**src/hdl/cop_settings.svh**
```systemverilog
/*
 * Build-time constants of the crypto co-processor.
 * Register file sizes, data widths, instruction field positions and the
 * random-number LFSR constants. Include in every RTL file that needs them.
 */
`ifndef COP_SETTINGS_SVH
`define COP_SETTINGS_SVH

`define COP_XLEN        32              // Data path width
`define COP_NCPR        16              // Number of CPRs
`define COP_CPR_AW      4               // CPR address width
`define COP_GPR_AW      5               // GPR address width
`define COP_BEN_W       4               // Byte enables per word

`define COP_OP_HI       31              // Opcode field
`define COP_OP_LO       28
`define COP_PW_HI       27              // Pack width field
`define COP_PW_LO       26
`define COP_CRD_HI      23              // CPR destination
`define COP_CRD_LO      20
`define COP_CRS1_HI     19              // CPR source 1
`define COP_CRS1_LO     16
`define COP_CRS2_HI     15              // CPR source 2
`define COP_CRS2_LO     12
`define COP_RD_HI       11              // GPR destination
`define COP_RD_LO       7

`define COP_RNG_TAPS    32'hD000_0001   // Right-shift Galois taps
`define COP_RNG_RESET   32'h0000_0001   // LFSR value out of reset

`endif

```
**src/hdl/cop_pkg.sv**
```systemverilog
/*
 * Shared types of the crypto co-processor.
 * Opcodes, pack widths, functional unit select, instruction results and
 * the CPU handshake FSM states. Imported by RTL and testbench alike.
 */
package cop_pkg;

    typedef enum logic [3:0] {
        OP_PADD     = 4'h0,     // Packed add
        OP_PSUB     = 4'h1,     // Packed subtract
        OP_AND      = 4'h2,
        OP_OR       = 4'h3,
        OP_XOR      = 4'h4,
        OP_GPR2XCR  = 4'h5,     // GPR rs1 into CPR crd
        OP_XCR2GPR  = 4'h6,     // CPR crs1 into GPR rd
        OP_RSEED    = 4'h7,     // Load LFSR from crs1
        OP_RSAMP    = 4'h8      // Sample LFSR into crd
    } cop_op_e;                 // Codes 9 to 15 are illegal

    typedef enum logic [1:0] {
        PW_32       = 2'b00,
        PW_16       = 2'b01,
        PW_8        = 2'b10
    } cop_pw_e;                 // Code 11 is illegal

    typedef enum logic [1:0] {
        UNIT_NONE   = 2'd0,
        UNIT_PALU   = 2'd1,
        UNIT_RNG    = 2'd2
    } cop_unit_e;

    typedef enum logic [2:0] {
        RES_SUCCESS = 3'd0,
        RES_BAD_INS = 3'd1
    } cop_result_e;

    typedef enum logic [1:0] {
        ST_IDLE      = 2'd0,
        ST_WAITING   = 2'd1,
        ST_EXECUTING = 2'd2,
        ST_FINISHED  = 2'd3
    } cop_state_e;

endpackage

```
**src/hdl/cop_control.sv**
```systemverilog
/*
 * Issue and writeback stage of the co-processor.
 * Runs the CPU request/acknowledge/response FSM, captures the instruction
 * and rs1 at acceptance and registers the GPR writeback and result when
 * the single execute cycle completes.
 */
`timescale 1ns/10ps
`include "cop_settings.svh"

module cop_control import cop_pkg::*; (
    input  logic                    g_clk,
    input  logic                    g_resetn,
    input  logic                    cpu_insn_req,   // Instruction request
    input  logic [31:0]             cpu_insn_enc,   // Held while requesting
    input  logic [`COP_XLEN-1:0]    cpu_rs1,
    input  logic                    cpu_insn_ack,   // Response taken by CPU
    input  logic                    id_exception,
    input  logic                    id_gpr_wen,
    input  logic [`COP_GPR_AW-1:0]  id_rd,
    input  logic [`COP_XLEN-1:0]    gpr_wdata,      // From PALU
    output logic                    cop_insn_ack,
    output logic                    cop_insn_rsp,
    output logic                    cop_wen,
    output logic [`COP_GPR_AW-1:0]  cop_waddr,
    output logic [`COP_XLEN-1:0]    cop_wdata,
    output cop_result_e             cop_result,
    output logic [31:0]             insn_enc,       // Captured encoding
    output logic [`COP_XLEN-1:0]    gpr_rs1,        // Captured rs1
    output logic                    exec_valid      // Execute cycle
);

    cop_state_e state;
    cop_state_e state_n;
    logic       ack_n;
    logic       rsp_n;
    logic       insn_accept;
    logic       insn_retired;

    assign insn_accept  = cpu_insn_req && cop_insn_ack;
    assign insn_retired = cop_insn_rsp && cpu_insn_ack;
    assign exec_valid   = (state == ST_EXECUTING); // Every unit finishes in one cycle

    always_comb begin
        state_n = state;
        ack_n   = 1'b0;
        rsp_n   = 1'b0;
        case (state)
            ST_IDLE: begin
                state_n = ST_WAITING;
                ack_n   = 1'b1;
            end
            ST_WAITING: begin
                if (insn_accept) begin
                    state_n = ST_EXECUTING; // Ack drops next cycle
                end else begin
                    ack_n   = 1'b1;
                end
            end
            ST_EXECUTING: begin
                state_n = ST_FINISHED;
                rsp_n   = 1'b1;
            end
            ST_FINISHED: begin
                if (insn_retired) begin
                    state_n = ST_WAITING;
                    ack_n   = 1'b1;
                end else begin
                    rsp_n   = 1'b1;             // Hold under back-pressure
                end
            end
            default: state_n = ST_IDLE;
        endcase
    end

    always_ff @(posedge g_clk) begin
        if (!g_resetn) begin
            state        <= ST_IDLE;
            cop_insn_ack <= 1'b0;
            cop_insn_rsp <= 1'b0;
            cop_wen      <= 1'b0;
        end else begin
            state        <= state_n;
            cop_insn_ack <= ack_n;
            cop_insn_rsp <= rsp_n;
            if (exec_valid) begin
                cop_wen <= id_gpr_wen;          // Decode keeps this low on exceptions
            end else if (insn_retired) begin
                cop_wen <= 1'b0;                // Strobe only lives with rsp
            end
        end
    end

    always_ff @(posedge g_clk) begin
        if (insn_accept) begin
            insn_enc <= cpu_insn_enc;
            gpr_rs1  <= cpu_rs1;
        end
        if (exec_valid) begin
            cop_waddr  <= id_rd;
            cop_wdata  <= gpr_wdata;
            cop_result <= id_exception ? RES_BAD_INS : RES_SUCCESS;
        end
    end

endmodule

```
**src/hdl/cop_decode.sv**
```systemverilog
/*
 * Decode and dispatch stage.
 * Splits the captured encoding into fields, picks the functional unit,
 * flags illegal instructions and raises one unit valid in the execute cycle.
 */
`timescale 1ns/10ps
`include "cop_settings.svh"

module cop_decode import cop_pkg::*; (
    input  logic [31:0]             insn_enc,
    input  logic                    exec_valid,
    output cop_op_e                 op,
    output cop_pw_e                 pw,
    output logic [`COP_CPR_AW-1:0]  crd,
    output logic [`COP_CPR_AW-1:0]  crs1,
    output logic [`COP_CPR_AW-1:0]  crs2,
    output logic [`COP_GPR_AW-1:0]  rd,
    output logic                    palu_ivalid,
    output logic                    rng_ivalid,
    output logic                    id_exception,
    output logic                    id_gpr_wen
);

    cop_unit_e  fu_sel;     // Target functional unit
    logic [1:0] pw_raw;
    logic       pw_bad;     // Reserved pack width on packed arithmetic

    assign op     = cop_op_e'(insn_enc[`COP_OP_HI:`COP_OP_LO]);
    assign pw_raw = insn_enc[`COP_PW_HI:`COP_PW_LO];
    assign pw     = cop_pw_e'(pw_raw);
    assign crd    = insn_enc[`COP_CRD_HI:`COP_CRD_LO];
    assign crs1   = insn_enc[`COP_CRS1_HI:`COP_CRS1_LO];
    assign crs2   = insn_enc[`COP_CRS2_HI:`COP_CRS2_LO];
    assign rd     = insn_enc[`COP_RD_HI:`COP_RD_LO];

    always_comb begin
        case (op)
            OP_PADD, OP_PSUB, OP_AND, OP_OR, OP_XOR,
            OP_GPR2XCR, OP_XCR2GPR: fu_sel = UNIT_PALU;
            OP_RSEED, OP_RSAMP:     fu_sel = UNIT_RNG;
            default:                fu_sel = UNIT_NONE;  // Unassigned opcode
        endcase
    end

    assign pw_bad       = (op == OP_PADD || op == OP_PSUB) && (pw_raw == 2'b11);
    assign id_exception = (fu_sel == UNIT_NONE) || pw_bad;

    // Dispatch only in the execute cycle, and never for a bad instruction
    assign palu_ivalid  = exec_valid && !id_exception && (fu_sel == UNIT_PALU);
    assign rng_ivalid   = exec_valid && !id_exception && (fu_sel == UNIT_RNG);
    assign id_gpr_wen   = (op == OP_XCR2GPR) && !id_exception;

endmodule

```
**src/hdl/cop_cprs.sv**
```systemverilog
/*
 * Co-processor register file.
 * Sixteen 32-bit CPRs with two asynchronous read ports and one write port
 * that updates only the bytes selected by its byte enables.
 */
`timescale 1ns/10ps
`include "cop_settings.svh"

module cop_cprs (
    input  logic                    g_clk,
    input  logic                    g_resetn,
    input  logic [`COP_CPR_AW-1:0]  crs1_addr,
    input  logic [`COP_CPR_AW-1:0]  crs2_addr,
    input  logic [`COP_CPR_AW-1:0]  crd_addr,
    input  logic [`COP_BEN_W-1:0]   crd_ben,    // Zero means no write
    input  logic [`COP_XLEN-1:0]    crd_wdata,
    output logic [`COP_XLEN-1:0]    crs1_rdata,
    output logic [`COP_XLEN-1:0]    crs2_rdata
);

    logic [`COP_XLEN-1:0] cprs [`COP_NCPR];

    always_ff @(posedge g_clk) begin
        if (!g_resetn) begin
            for (int i = 0; i < `COP_NCPR; i++) begin
                cprs[i] <= '0;
            end
        end else begin
            for (int b = 0; b < `COP_BEN_W; b++) begin
                if (crd_ben[b]) begin
                    cprs[crd_addr][8*b +: 8] <= crd_wdata[8*b +: 8];
                end
            end
        end
    end

    assign crs1_rdata = cprs[crs1_addr];    // Read before this cycle's write
    assign crs2_rdata = cprs[crs2_addr];

endmodule

```
**src/hdl/cop_palu.sv**
```systemverilog
/*
 * Packed arithmetic, bitwise and move unit.
 * Purely combinational over the CPR read data and the captured GPR rs1.
 * Drives zero on its CPR write bus and GPR data when not selected.
 */
`timescale 1ns/10ps
`include "cop_settings.svh"

module cop_palu import cop_pkg::*; (
    input  logic                    palu_ivalid,
    input  cop_op_e                 op,
    input  cop_pw_e                 pw,
    input  logic [`COP_XLEN-1:0]    crs1_rdata,
    input  logic [`COP_XLEN-1:0]    crs2_rdata,
    input  logic [`COP_XLEN-1:0]    gpr_rs1,
    output logic [`COP_BEN_W-1:0]   palu_ben,
    output logic [`COP_XLEN-1:0]    palu_wdata,
    output logic [`COP_XLEN-1:0]    gpr_wdata
);

    logic                   sub;
    logic                   carry;          // Ripples between bytes of one lane
    logic                   lane_start;
    logic [8:0]             byte_sum;
    logic [7:0]             byte_b;
    logic [`COP_XLEN-1:0]   arith;

    assign sub = (op == OP_PSUB);

    // Byte-wise ripple, carry restarts at every lane boundary
    always_comb begin
        carry = sub;
        arith = '0;
        for (int b = 0; b < `COP_BEN_W; b++) begin
            case (pw)
                PW_8:    lane_start = 1'b1;
                PW_16:   lane_start = (b % 2 == 0);
                default: lane_start = (b == 0);   // PW_32
            endcase
            if (lane_start) begin
                carry = sub;                     // Two's complement +1 per lane
            end
            byte_b   = sub ? ~crs2_rdata[8*b +: 8] : crs2_rdata[8*b +: 8];
            byte_sum = {1'b0, crs1_rdata[8*b +: 8]} + {1'b0, byte_b} + {8'b0, carry};
            arith[8*b +: 8] = byte_sum[7:0];
            carry    = byte_sum[8];
        end
    end

    always_comb begin
        palu_ben   = '0;
        palu_wdata = '0;
        gpr_wdata  = '0;
        if (palu_ivalid) begin
            case (op)
                OP_PADD, OP_PSUB: begin
                    palu_ben   = '1;
                    palu_wdata = arith;
                end
                OP_AND: begin
                    palu_ben   = '1;
                    palu_wdata = crs1_rdata & crs2_rdata;
                end
                OP_OR: begin
                    palu_ben   = '1;
                    palu_wdata = crs1_rdata | crs2_rdata;
                end
                OP_XOR: begin
                    palu_ben   = '1;
                    palu_wdata = crs1_rdata ^ crs2_rdata;
                end
                OP_GPR2XCR: begin
                    palu_ben   = '1;
                    palu_wdata = gpr_rs1;
                end
                OP_XCR2GPR: gpr_wdata = crs1_rdata;   // No CPR write
                default: ;
            endcase
        end
    end

endmodule

```
**src/hdl/cop_rng.sv**
```systemverilog
/*
 * Random-number unit built on a 32-bit Galois LFSR.
 * RSEED loads the state from crs1. RSAMP returns the current state to crd
 * and advances the LFSR by one step on the same edge.
 */
`timescale 1ns/10ps
`include "cop_settings.svh"

module cop_rng import cop_pkg::*; (
    input  logic                    g_clk,
    input  logic                    g_resetn,
    input  logic                    rng_ivalid,
    input  cop_op_e                 op,
    input  logic [`COP_XLEN-1:0]    crs1_rdata,
    output logic [`COP_BEN_W-1:0]   rng_ben,
    output logic [`COP_XLEN-1:0]   rng_wdata
);

    logic [`COP_XLEN-1:0] lfsr;
    logic [`COP_XLEN-1:0] lfsr_step;
    logic                 sample;

    // Shift right, fold the taps back in when a one falls out
    assign lfsr_step = {1'b0, lfsr[`COP_XLEN-1:1]} ^ (lfsr[0] ? `COP_RNG_TAPS : '0);
    assign sample    = rng_ivalid && (op == OP_RSAMP);

    always_ff @(posedge g_clk) begin
        if (!g_resetn) begin
            lfsr <= `COP_RNG_RESET;
        end else if (rng_ivalid && op == OP_RSEED) begin
            lfsr <= crs1_rdata;
        end else if (sample) begin
            lfsr <= lfsr_step;
        end
    end

    assign rng_ben   = sample ? '1 : '0;
    assign rng_wdata = sample ? lfsr : '0;  // Value before the step

endmodule

```
**src/hdl/cop_top.sv**
```systemverilog
/*
 * Top level of the crypto co-processor.
 * Connects issue/writeback, decode, the CPR file and the two functional
 * units, and merges the unit write buses onto the single CPR write port.
 */
`timescale 1ns/10ps
`include "cop_settings.svh"

module cop_top import cop_pkg::*; (
    input  logic                    g_clk,
    input  logic                    g_resetn,
    input  logic                    cpu_insn_req,
    input  logic [31:0]             cpu_insn_enc,
    input  logic [`COP_XLEN-1:0]    cpu_rs1,
    input  logic                    cpu_insn_ack,
    output logic                    cop_insn_ack,
    output logic                    cop_insn_rsp,
    output logic                    cop_wen,
    output logic [`COP_GPR_AW-1:0]  cop_waddr,
    output logic [`COP_XLEN-1:0]    cop_wdata,
    output cop_result_e             cop_result
);

    logic [31:0]             insn_enc;      // Captured at acceptance
    logic [`COP_XLEN-1:0]    gpr_rs1;
    logic                    exec_valid;
    cop_op_e                 id_op;
    cop_pw_e                 id_pw;
    logic [`COP_CPR_AW-1:0]  id_crd;
    logic [`COP_CPR_AW-1:0]  id_crs1;
    logic [`COP_CPR_AW-1:0]  id_crs2;
    logic [`COP_GPR_AW-1:0]  id_rd;
    logic                    palu_ivalid;
    logic                    rng_ivalid;
    logic                    id_exception;
    logic                    id_gpr_wen;
    logic [`COP_XLEN-1:0]    crs1_rdata;
    logic [`COP_XLEN-1:0]    crs2_rdata;
    logic [`COP_BEN_W-1:0]   palu_ben;
    logic [`COP_XLEN-1:0]    palu_wdata;
    logic [`COP_BEN_W-1:0]   rng_ben;
    logic [`COP_XLEN-1:0]    rng_wdata;
    logic [`COP_XLEN-1:0]    gpr_wdata;
    logic [`COP_BEN_W-1:0]   crd_ben;
    logic [`COP_XLEN-1:0]    crd_wdata;

    // Idle units drive zero, so OR is enough
    assign crd_ben   = palu_ben | rng_ben;
    assign crd_wdata = palu_wdata | rng_wdata;

    cop_control u_control (
        .g_clk, .g_resetn, .cpu_insn_req, .cpu_insn_enc, .cpu_rs1, .cpu_insn_ack,
        .id_exception, .id_gpr_wen, .id_rd, .gpr_wdata,
        .cop_insn_ack, .cop_insn_rsp, .cop_wen, .cop_waddr, .cop_wdata, .cop_result,
        .insn_enc, .gpr_rs1, .exec_valid
    );

    cop_decode u_decode (
        .insn_enc, .exec_valid,
        .op(id_op), .pw(id_pw), .crd(id_crd), .crs1(id_crs1), .crs2(id_crs2), .rd(id_rd),
        .palu_ivalid, .rng_ivalid, .id_exception, .id_gpr_wen
    );

    cop_cprs u_cprs (
        .g_clk, .g_resetn,
        .crs1_addr(id_crs1), .crs2_addr(id_crs2), .crd_addr(id_crd),
        .crd_ben, .crd_wdata, .crs1_rdata, .crs2_rdata
    );

    cop_palu u_palu (
        .palu_ivalid, .op(id_op), .pw(id_pw), .crs1_rdata, .crs2_rdata, .gpr_rs1,
        .palu_ben, .palu_wdata, .gpr_wdata
    );

    cop_rng u_rng (
        .g_clk, .g_resetn, .rng_ivalid, .op(id_op), .crs1_rdata,
        .rng_ben, .rng_wdata
    );

endmodule

```
**config.mk**
```make
export PLATFORM = sky130hd
export DESIGN_NAME = cop_top
export DESIGN_NICKNAME = d
export VERILOG_FILES = /design/src/hdl/cop_pkg.sv /design/src/hdl/cop_control.sv /design/src/hdl/cop_decode.sv /design/src/hdl/cop_cprs.sv /design/src/hdl/cop_palu.sv /design/src/hdl/cop_rng.sv /design/src/hdl/cop_top.sv
export VERILOG_INCLUDE_DIRS = /design/src /design/src/hdl
export SDC_FILE = /design/constraint.sdc
export NUM_CORES = 1
export LEC_CHECK = 0
export ABC_AREA = 0
export BUFFER_PORTS_ARGS = -buffer_cell sky130_fd_sc_hd__buf_2
export CORE_MARGIN = 5
export CORE_UTILIZATION = 25
export DETAILED_ROUTE_END_ITERATION = 10
export GPL_TIMING_DRIVEN = 0
export HOLD_SLACK_MARGIN = 0.06
export PLACE_DENSITY = 0.37
export SYNTH_ARGS = -nofsm -noshare
export SYNTH_HDL_FRONTEND = slang
export SYNTH_SLANG_ARGS = --single-unit
```
**constraint.sdc**
```tcl
create_clock -name g_clk -period 24.4 [get_ports g_clk]
set_clock_uncertainty 0.05 [all_clocks]
set_input_delay 3.66 -clock g_clk [delete_from_list [all_inputs] [get_ports g_clk]]
set_output_delay 3.66 -clock g_clk [all_outputs]
set_load 0.01 [all_outputs]
```
### Word-level counts from Yosys, hierarchy flattened

Memories as Yosys holds them, arrays and structs flattened. A register that Yosys moved wholly into a read port is not among the register bits.
Cells that the tools add are included.

| cells by class | value |
|---|---|
| $add $sub $neg | 8 |
| eq/ne operators | 18 |
| mux-type cells | 48 |
| bitwise logic cells | 10 |
| reduce and logical (&&, ||, !) cells | 23 |

Operator list:

| kind | count |
|---|---|
| 32-bit 2-to-1 mux | 6 |
| 32-bit case mux with 5 select lines | 1 |
| 32-bit OR | 2 |
| 32-bit AND | 1 |
| 4-bit 2-to-1 mux | 8 |
| 8-bit 2-to-1 mux | 4 |
| 8-bit NOT | 4 |
| 32-bit OR reduction | 1 |
| 31-bit by 32-bit bitwise XOR with 32-bit output | 1 |
| 32-bit bitwise XOR | 1 |
| 8-bit by 8-bit adder with 9-bit output | 3 |
| 9-bit by 1-bit adder with 9-bit output | 3 |
| 1-bit 2-to-1 mux | 24 |
| 4-bit by 3-bit == test with 1-bit output (second input constant) | 4 |
| 2-bit == test (second input constant) | 5 |
| 1-bit logical AND | 9 |
| 8-bit by 1-bit adder with 8-bit output | 1 |
| 8-bit adder | 1 |
| 4-bit by 2-bit == test with 1-bit output (second input constant) | 2 |
| 2-bit case mux with 4 select lines | 1 |
| 2-bit by 1-bit == test with 1-bit output (second input constant) | 3 |
| 6-bit OR reduction | 1 |
| 4-bit by 1-bit == test with 1-bit output (second input constant) | 1 |
| 4-bit == test (second input constant) | 1 |
| 12 further kinds | 19 |

| storage, ports and cells | value |
|---|---|
| register bits after elaboration | 141 |
| memory bits (writable) | 512 |
| bits in read-only memories | 32 |
| bits of input ports | 68 |
| output and inout port bits | 43 |
| word-level logic and storage cells | 119 |
| memories kept | 2 |

Memories:

| memory | words | width | read ports | clocked after memory_dff | wr ports | line | RTL |
|---|---|---|---|---|---|---|---|
| u_cprs.cprs | 16 | 32 | 2 | 2 | 16 | cop_cprs.sv:21 | `` logic [`COP_XLEN-1:0] cprs [`COP_NCPR]; `` |
| (no name shown) | 16 | 2 | 1 | 1 | 0 | cop_decode.sv:37 | `case (op)` |

### Longest topological paths before layout

| logic depth | value |
|---|---|
| word-level depth | 15 |
| depth in mapped cells | 44 |
| depth with buffers taken out | 42 |

### Hierarchy

A second synthesis with hierarchy kept.

| second synthesis, totals | value |
|---|---|
| cell total of the unflattened synthesis | 2,782 |
| area, all modules | 36,941.7 um^2 |

Modules (own cells, without submodules):

| module | instances | cells each | area each (um^2) | seq. area each (um^2) |
|---|---|---|---|---|
| cop_cprs | 1 | 1,773 | 26,945.8 | 15,374.7 |
| cop_palu | 1 | 608 | 4,327.9 | 0.0 |
| cop_control | 1 | 137 | 3,382.0 | 3,163.0 |
| cop_rng | 1 | 195 | 1,803.0 | 640.6 |
| cop_decode | 1 | 33 | 257.7 | 0.0 |
| cop_top | 1 | 36 | 225.2 | 0.0 |

### Least setup slack after synthesis

Ideal clock, no wire load.

| timing path | value |
|---|---|
| path type | reg-to-reg |
| from | register with a tool-made name |
| to | memory u_cprs.cprs[10][30] (netlist bit) (data pin) |
| library setup time | 0.266 ns |
| data arrival time | 9.846 ns |
| required time | 24.084 ns |
| setup slack | 14.238 ns |
| cell stages (with the launch flop) | 45 |
| buffers on the path | 4 |
| period minus slack after synthesis | 10.162 ns |
| path through | dfxtp_1 buf_2 clkbuf_1 buf_1 mux4_2 mux4_2 xnor2_1 ha_1 a21o_1 a21oi_1 o21bai_1 a21oi_1 nor2b_1 o21ai_0 a22oi_1 fa_1 fa_1 a21o_1 [... 9 more ...] a21o_1 a21oi_1 o21bai_1 a21oi_1 nor2b_1 o21ai_0 a22oi_1 fa_1 fa_1 a21o_1 a21oi_1 o21bai_1 a21oi_1 xnor2_1 a21oi_1 o21a_1 clkbuf_1 nor2_1 |

RTL lines:

| element | line |
|---|---|
| end: declaration | cop_cprs.sv:21 |

==> results.toml <==
[status]
outcome = "complete, no violations"

[critical_path]
end_kind = "flip-flop"
crit_end = "u_cprs.cprs[11][30]$_SDFFCE_PN0P_"
critPathMaxStageDelay_ns = 1.09
crit_required_ns = 24.75
critPathArrivalTime_ns = 13.39
ff2ff_setup_slack_ns = 11.36
crit_path_frequent_cell = "a21oi_1"
r2r_cells = 43
critPathKind = "reg2reg"
rr_endpoint = "u_cprs.cprs[11][30]$_SDFFCE_PN0P_"
crit_slowest_cell = "clkbuf_1"
start_kind = "flip-flop"
crit_path_max_fanout = 10

[clock_network]
htreeDepth = 3
path_clk_slew_ns = 0.06
cts_hold_buffers = 0
cts_resized = 0
insertion_delay_ns = 0.68
tritoncts = "yes"
post_cts.repair.setup_buffers = 0
clk_path_buf_depth = 3
cts.sinks = 652
cts_root_buf = "clkbuf_16"
numCtsBuffers = 78

[layout]
area_delta_synth_final_pct = 16.7
fillers = 13600
mostFrequentLayoutCell = "edfxtp_1"
fin_cells = 4458
final_cell_mix = "edfxtp_1, nor2_1, mux4_2, clkbuf_1, buf_2"
post-route-util_pct = 29.4
nets = 2785
layout-drive-gt1-share_pct = 22.7

[yosys]
syn_area_sq_mm = 0.0341
ys_warn_count = 0
synth_top_area_share_pct = 53.3
ys_ff_latch = 652
yosysUniqueCellTypes = 63
ys_top_cells_by_area = "edfxtp_1, mux4_2, nor2_1, ha_1, dfxtp_1"
synth-edff-count = 605
synth_ff_type = "edfxtp_1"
syn_area_per_cell_sq_um = 14.1
yosysTopAreaCell = "edfxtp_1"
synth_async_sr_flop_share_pct = 0
syn_inst = 2414
synth_seq_area_share_pct = 56.0

[timing]
hold_viol_final = 0
tightest_slew_ns = 1.46
rsz0062_at_grt = "no"
slew_violations = 0
timing.hold.ws_ns = 0.367
setup_viol = 0
clock.fmax_ghz = 0.0767
finalCritPeriodShare_pct = 53.4
slew-limit-headroom_pct = 2.79
period_needed_ns = 13.04
setup_tns_ns = 0

[detailed_routing]
drc = 0
viasPerCell = 5.11
drt_first_pass_iters = 6
vias = 22800
ant_nets = 0
drt-initial-drc-count = 2282
finalWirelength_um = 137000
wl_per_cell_um = 30.8

[placed_design]
numPortBuffers = 98
dp_cells = 4312
routabilityCongestion = 0.820
hpwl_um = 102000

[die]
start_util_pct = 25.2
die_area_sq_mm = 0.144
core_sq_mm = 0.135
io_pins = 111
die_h_um = 379
num_rows = 135
die-width_um = 379

[power]
p_leak_nw = 13.1
p_comb_share_pct = 30.3
p_sw_share_pct = 33.3
p_clk_share_pct = 32.8
switchingPower_w = 0.00119
powerDensity_mw_per_mm2 = 89.9
power.internal_w = 0.00239
ir_worst_vdd_mv = 0.0411
p_seq_share_pct = 36.9

[global_route]
antenna_found_initial = 2
grt_pass1_wl_um = 188000
grt-ovfl-total = 0
grt.total_usage_pct = 19.0
grt_max_degree = 42
grt_pass1_vias = 23400

[flow_run]
max_cap_violations = 0

[min_path]
hp-class = "reg2reg"
-- worst max-delay path, delay by kind of cell (launching register included) --
| family | cells | cell delay, ns |
|---|---|---|
| AOI/OAI and AO/OA | 25 | 4.87 |
| adders and majority gates | 7 | 3.44 |
| buffers and inverters | 4 | 2.44 |
| muxes | 2 | 1.12 |
| DFF | 1 | 0.41 |
| and+or+nand+nor | 4 | 0.31 |
| xor gates and xnor gates | 1 | 0.10 |
-- per-layer routing --
layer,routed length (um),global-route usage (%)
met1,55200,23.7
met2,67900,33.0
met3,8890,3.30
met4,5210,7.06
met5,0,0
-- final cells by class --
class                      count  area (sq um)  area share (%)
multi-input combinational   1480         13900            35.0
inverter                      78           295           0.742
buffer                       205           835            2.10
tap                         1781          2230            5.60
timing repair buffer         118           888            2.23
clock buffer                 108          2160            5.42
antenna                        1          2.50         0.00629
clock inverter                35           338           0.849
sequential                   652         19100            48.0
-- power by group through the flow --
stage | logic, W | registers [W] | clock network (W)
after floorplan | 0.000672 | 0.00134 | 0
after global placement | 0.00106 | 0.00135 | 0
after detailed placement | 0.00108 | 0.00134 | 0
after CTS | 0.00109 | 0.00132 | 0.00120
after global routing | 0.00116 | 0.00133 | 0.00125
final | 0.00108 | 0.00132 | 0.00117
-- worst min-delay path by stage --
stage                                     start                               end  slack (ns)  cells past startpoint
2_1_floorplan   u_control.insn_enc[7]$_DFFE_PP_  u_control.cop_waddr[0]$_DFFE_PP_        0.35                      0
3_3_place_gp   u_control.insn_enc[10]$_DFFE_PP_  u_control.cop_waddr[3]$_DFFE_PP_        0.37                      0
3_5_place_dp    u_control.insn_enc[9]$_DFFE_PP_  u_control.cop_waddr[2]$_DFFE_PP_        0.36                      0
4_1_cts         u_control.insn_enc[7]$_DFFE_PP_  u_control.cop_waddr[0]$_DFFE_PP_        0.37                      0
5_1_grt         u_control.insn_enc[7]$_DFFE_PP_  u_control.cop_waddr[0]$_DFFE_PP_        0.37                      0
6_report        u_control.insn_enc[7]$_DFFE_PP_  u_control.cop_waddr[0]$_DFFE_PP_        0.37                      0
-- cells by family (layout without fill, tap and decap cells) --
| group | Yosys count | count (layout) | synth area share (%) |
|---|---|---|---|
| AOI/OAI and AO/OA | 263 | 263 | 5.26 |
| xor gates and xnor gates | 57 | 57 | 1.46 |
| adders and majority gates | 104 | 104 | 3.97 |
| buffers and inverters | 283 | 544 | 3.28 |
| DFF | 652 | 652 | 56.0 |
| muxes | 335 | 335 | 21.5 |
| other | 1 | 3 | 0.0110 |
| and+or+nand+nor | 719 | 719 | 8.52 |
-- per-stage QoR --
| step | setup WS, ns | power [W] | cell area, sq um |
|---|---|---|---|
| 6_report | 11.36 | 0.00358 | 39800 |
| 5_1_grt | 10.61 | 0.00373 | 39800 |
| 4_1_cts | 11.29 | 0.00361 | 39800 |
| 3_5_place_dp | 11.31 | 0.00243 | 37300 |
| 3_3_place_gp | 11.34 | 0.00241 | 36800 |
| 2_1_floorplan | 14.24 | 0.00201 | 34100 |
-- registers in the layout, summed over array words and instances, names as in the netlist, 2 cells and up, named ones only --
register / count
u_decode.fu_sel: 2
u_cprs.cprs: 512
u_control.cop_wdata: 32
u_control.insn_enc: 23
u_control.state: 2
u_control.cop_waddr: 5
u_rng.lfsr: 32
u_control.gpr_rs1: 32
-- cell usage after synthesis (19+ instances only) --
cell      number
edfxtp_1     605
nor2_1       547
mux4_2       317
clkbuf_1     157
ha_1          97
nand2_1       91
a21oi_1       84
inv_1         77
xnor2_1       50
a22oi_1       47
dfxtp_1       47
and3_1        33
a21boi_0      29
buf_2         23
o21ai_0       22
buf_1         19
(Power assumes the default switching activity.)
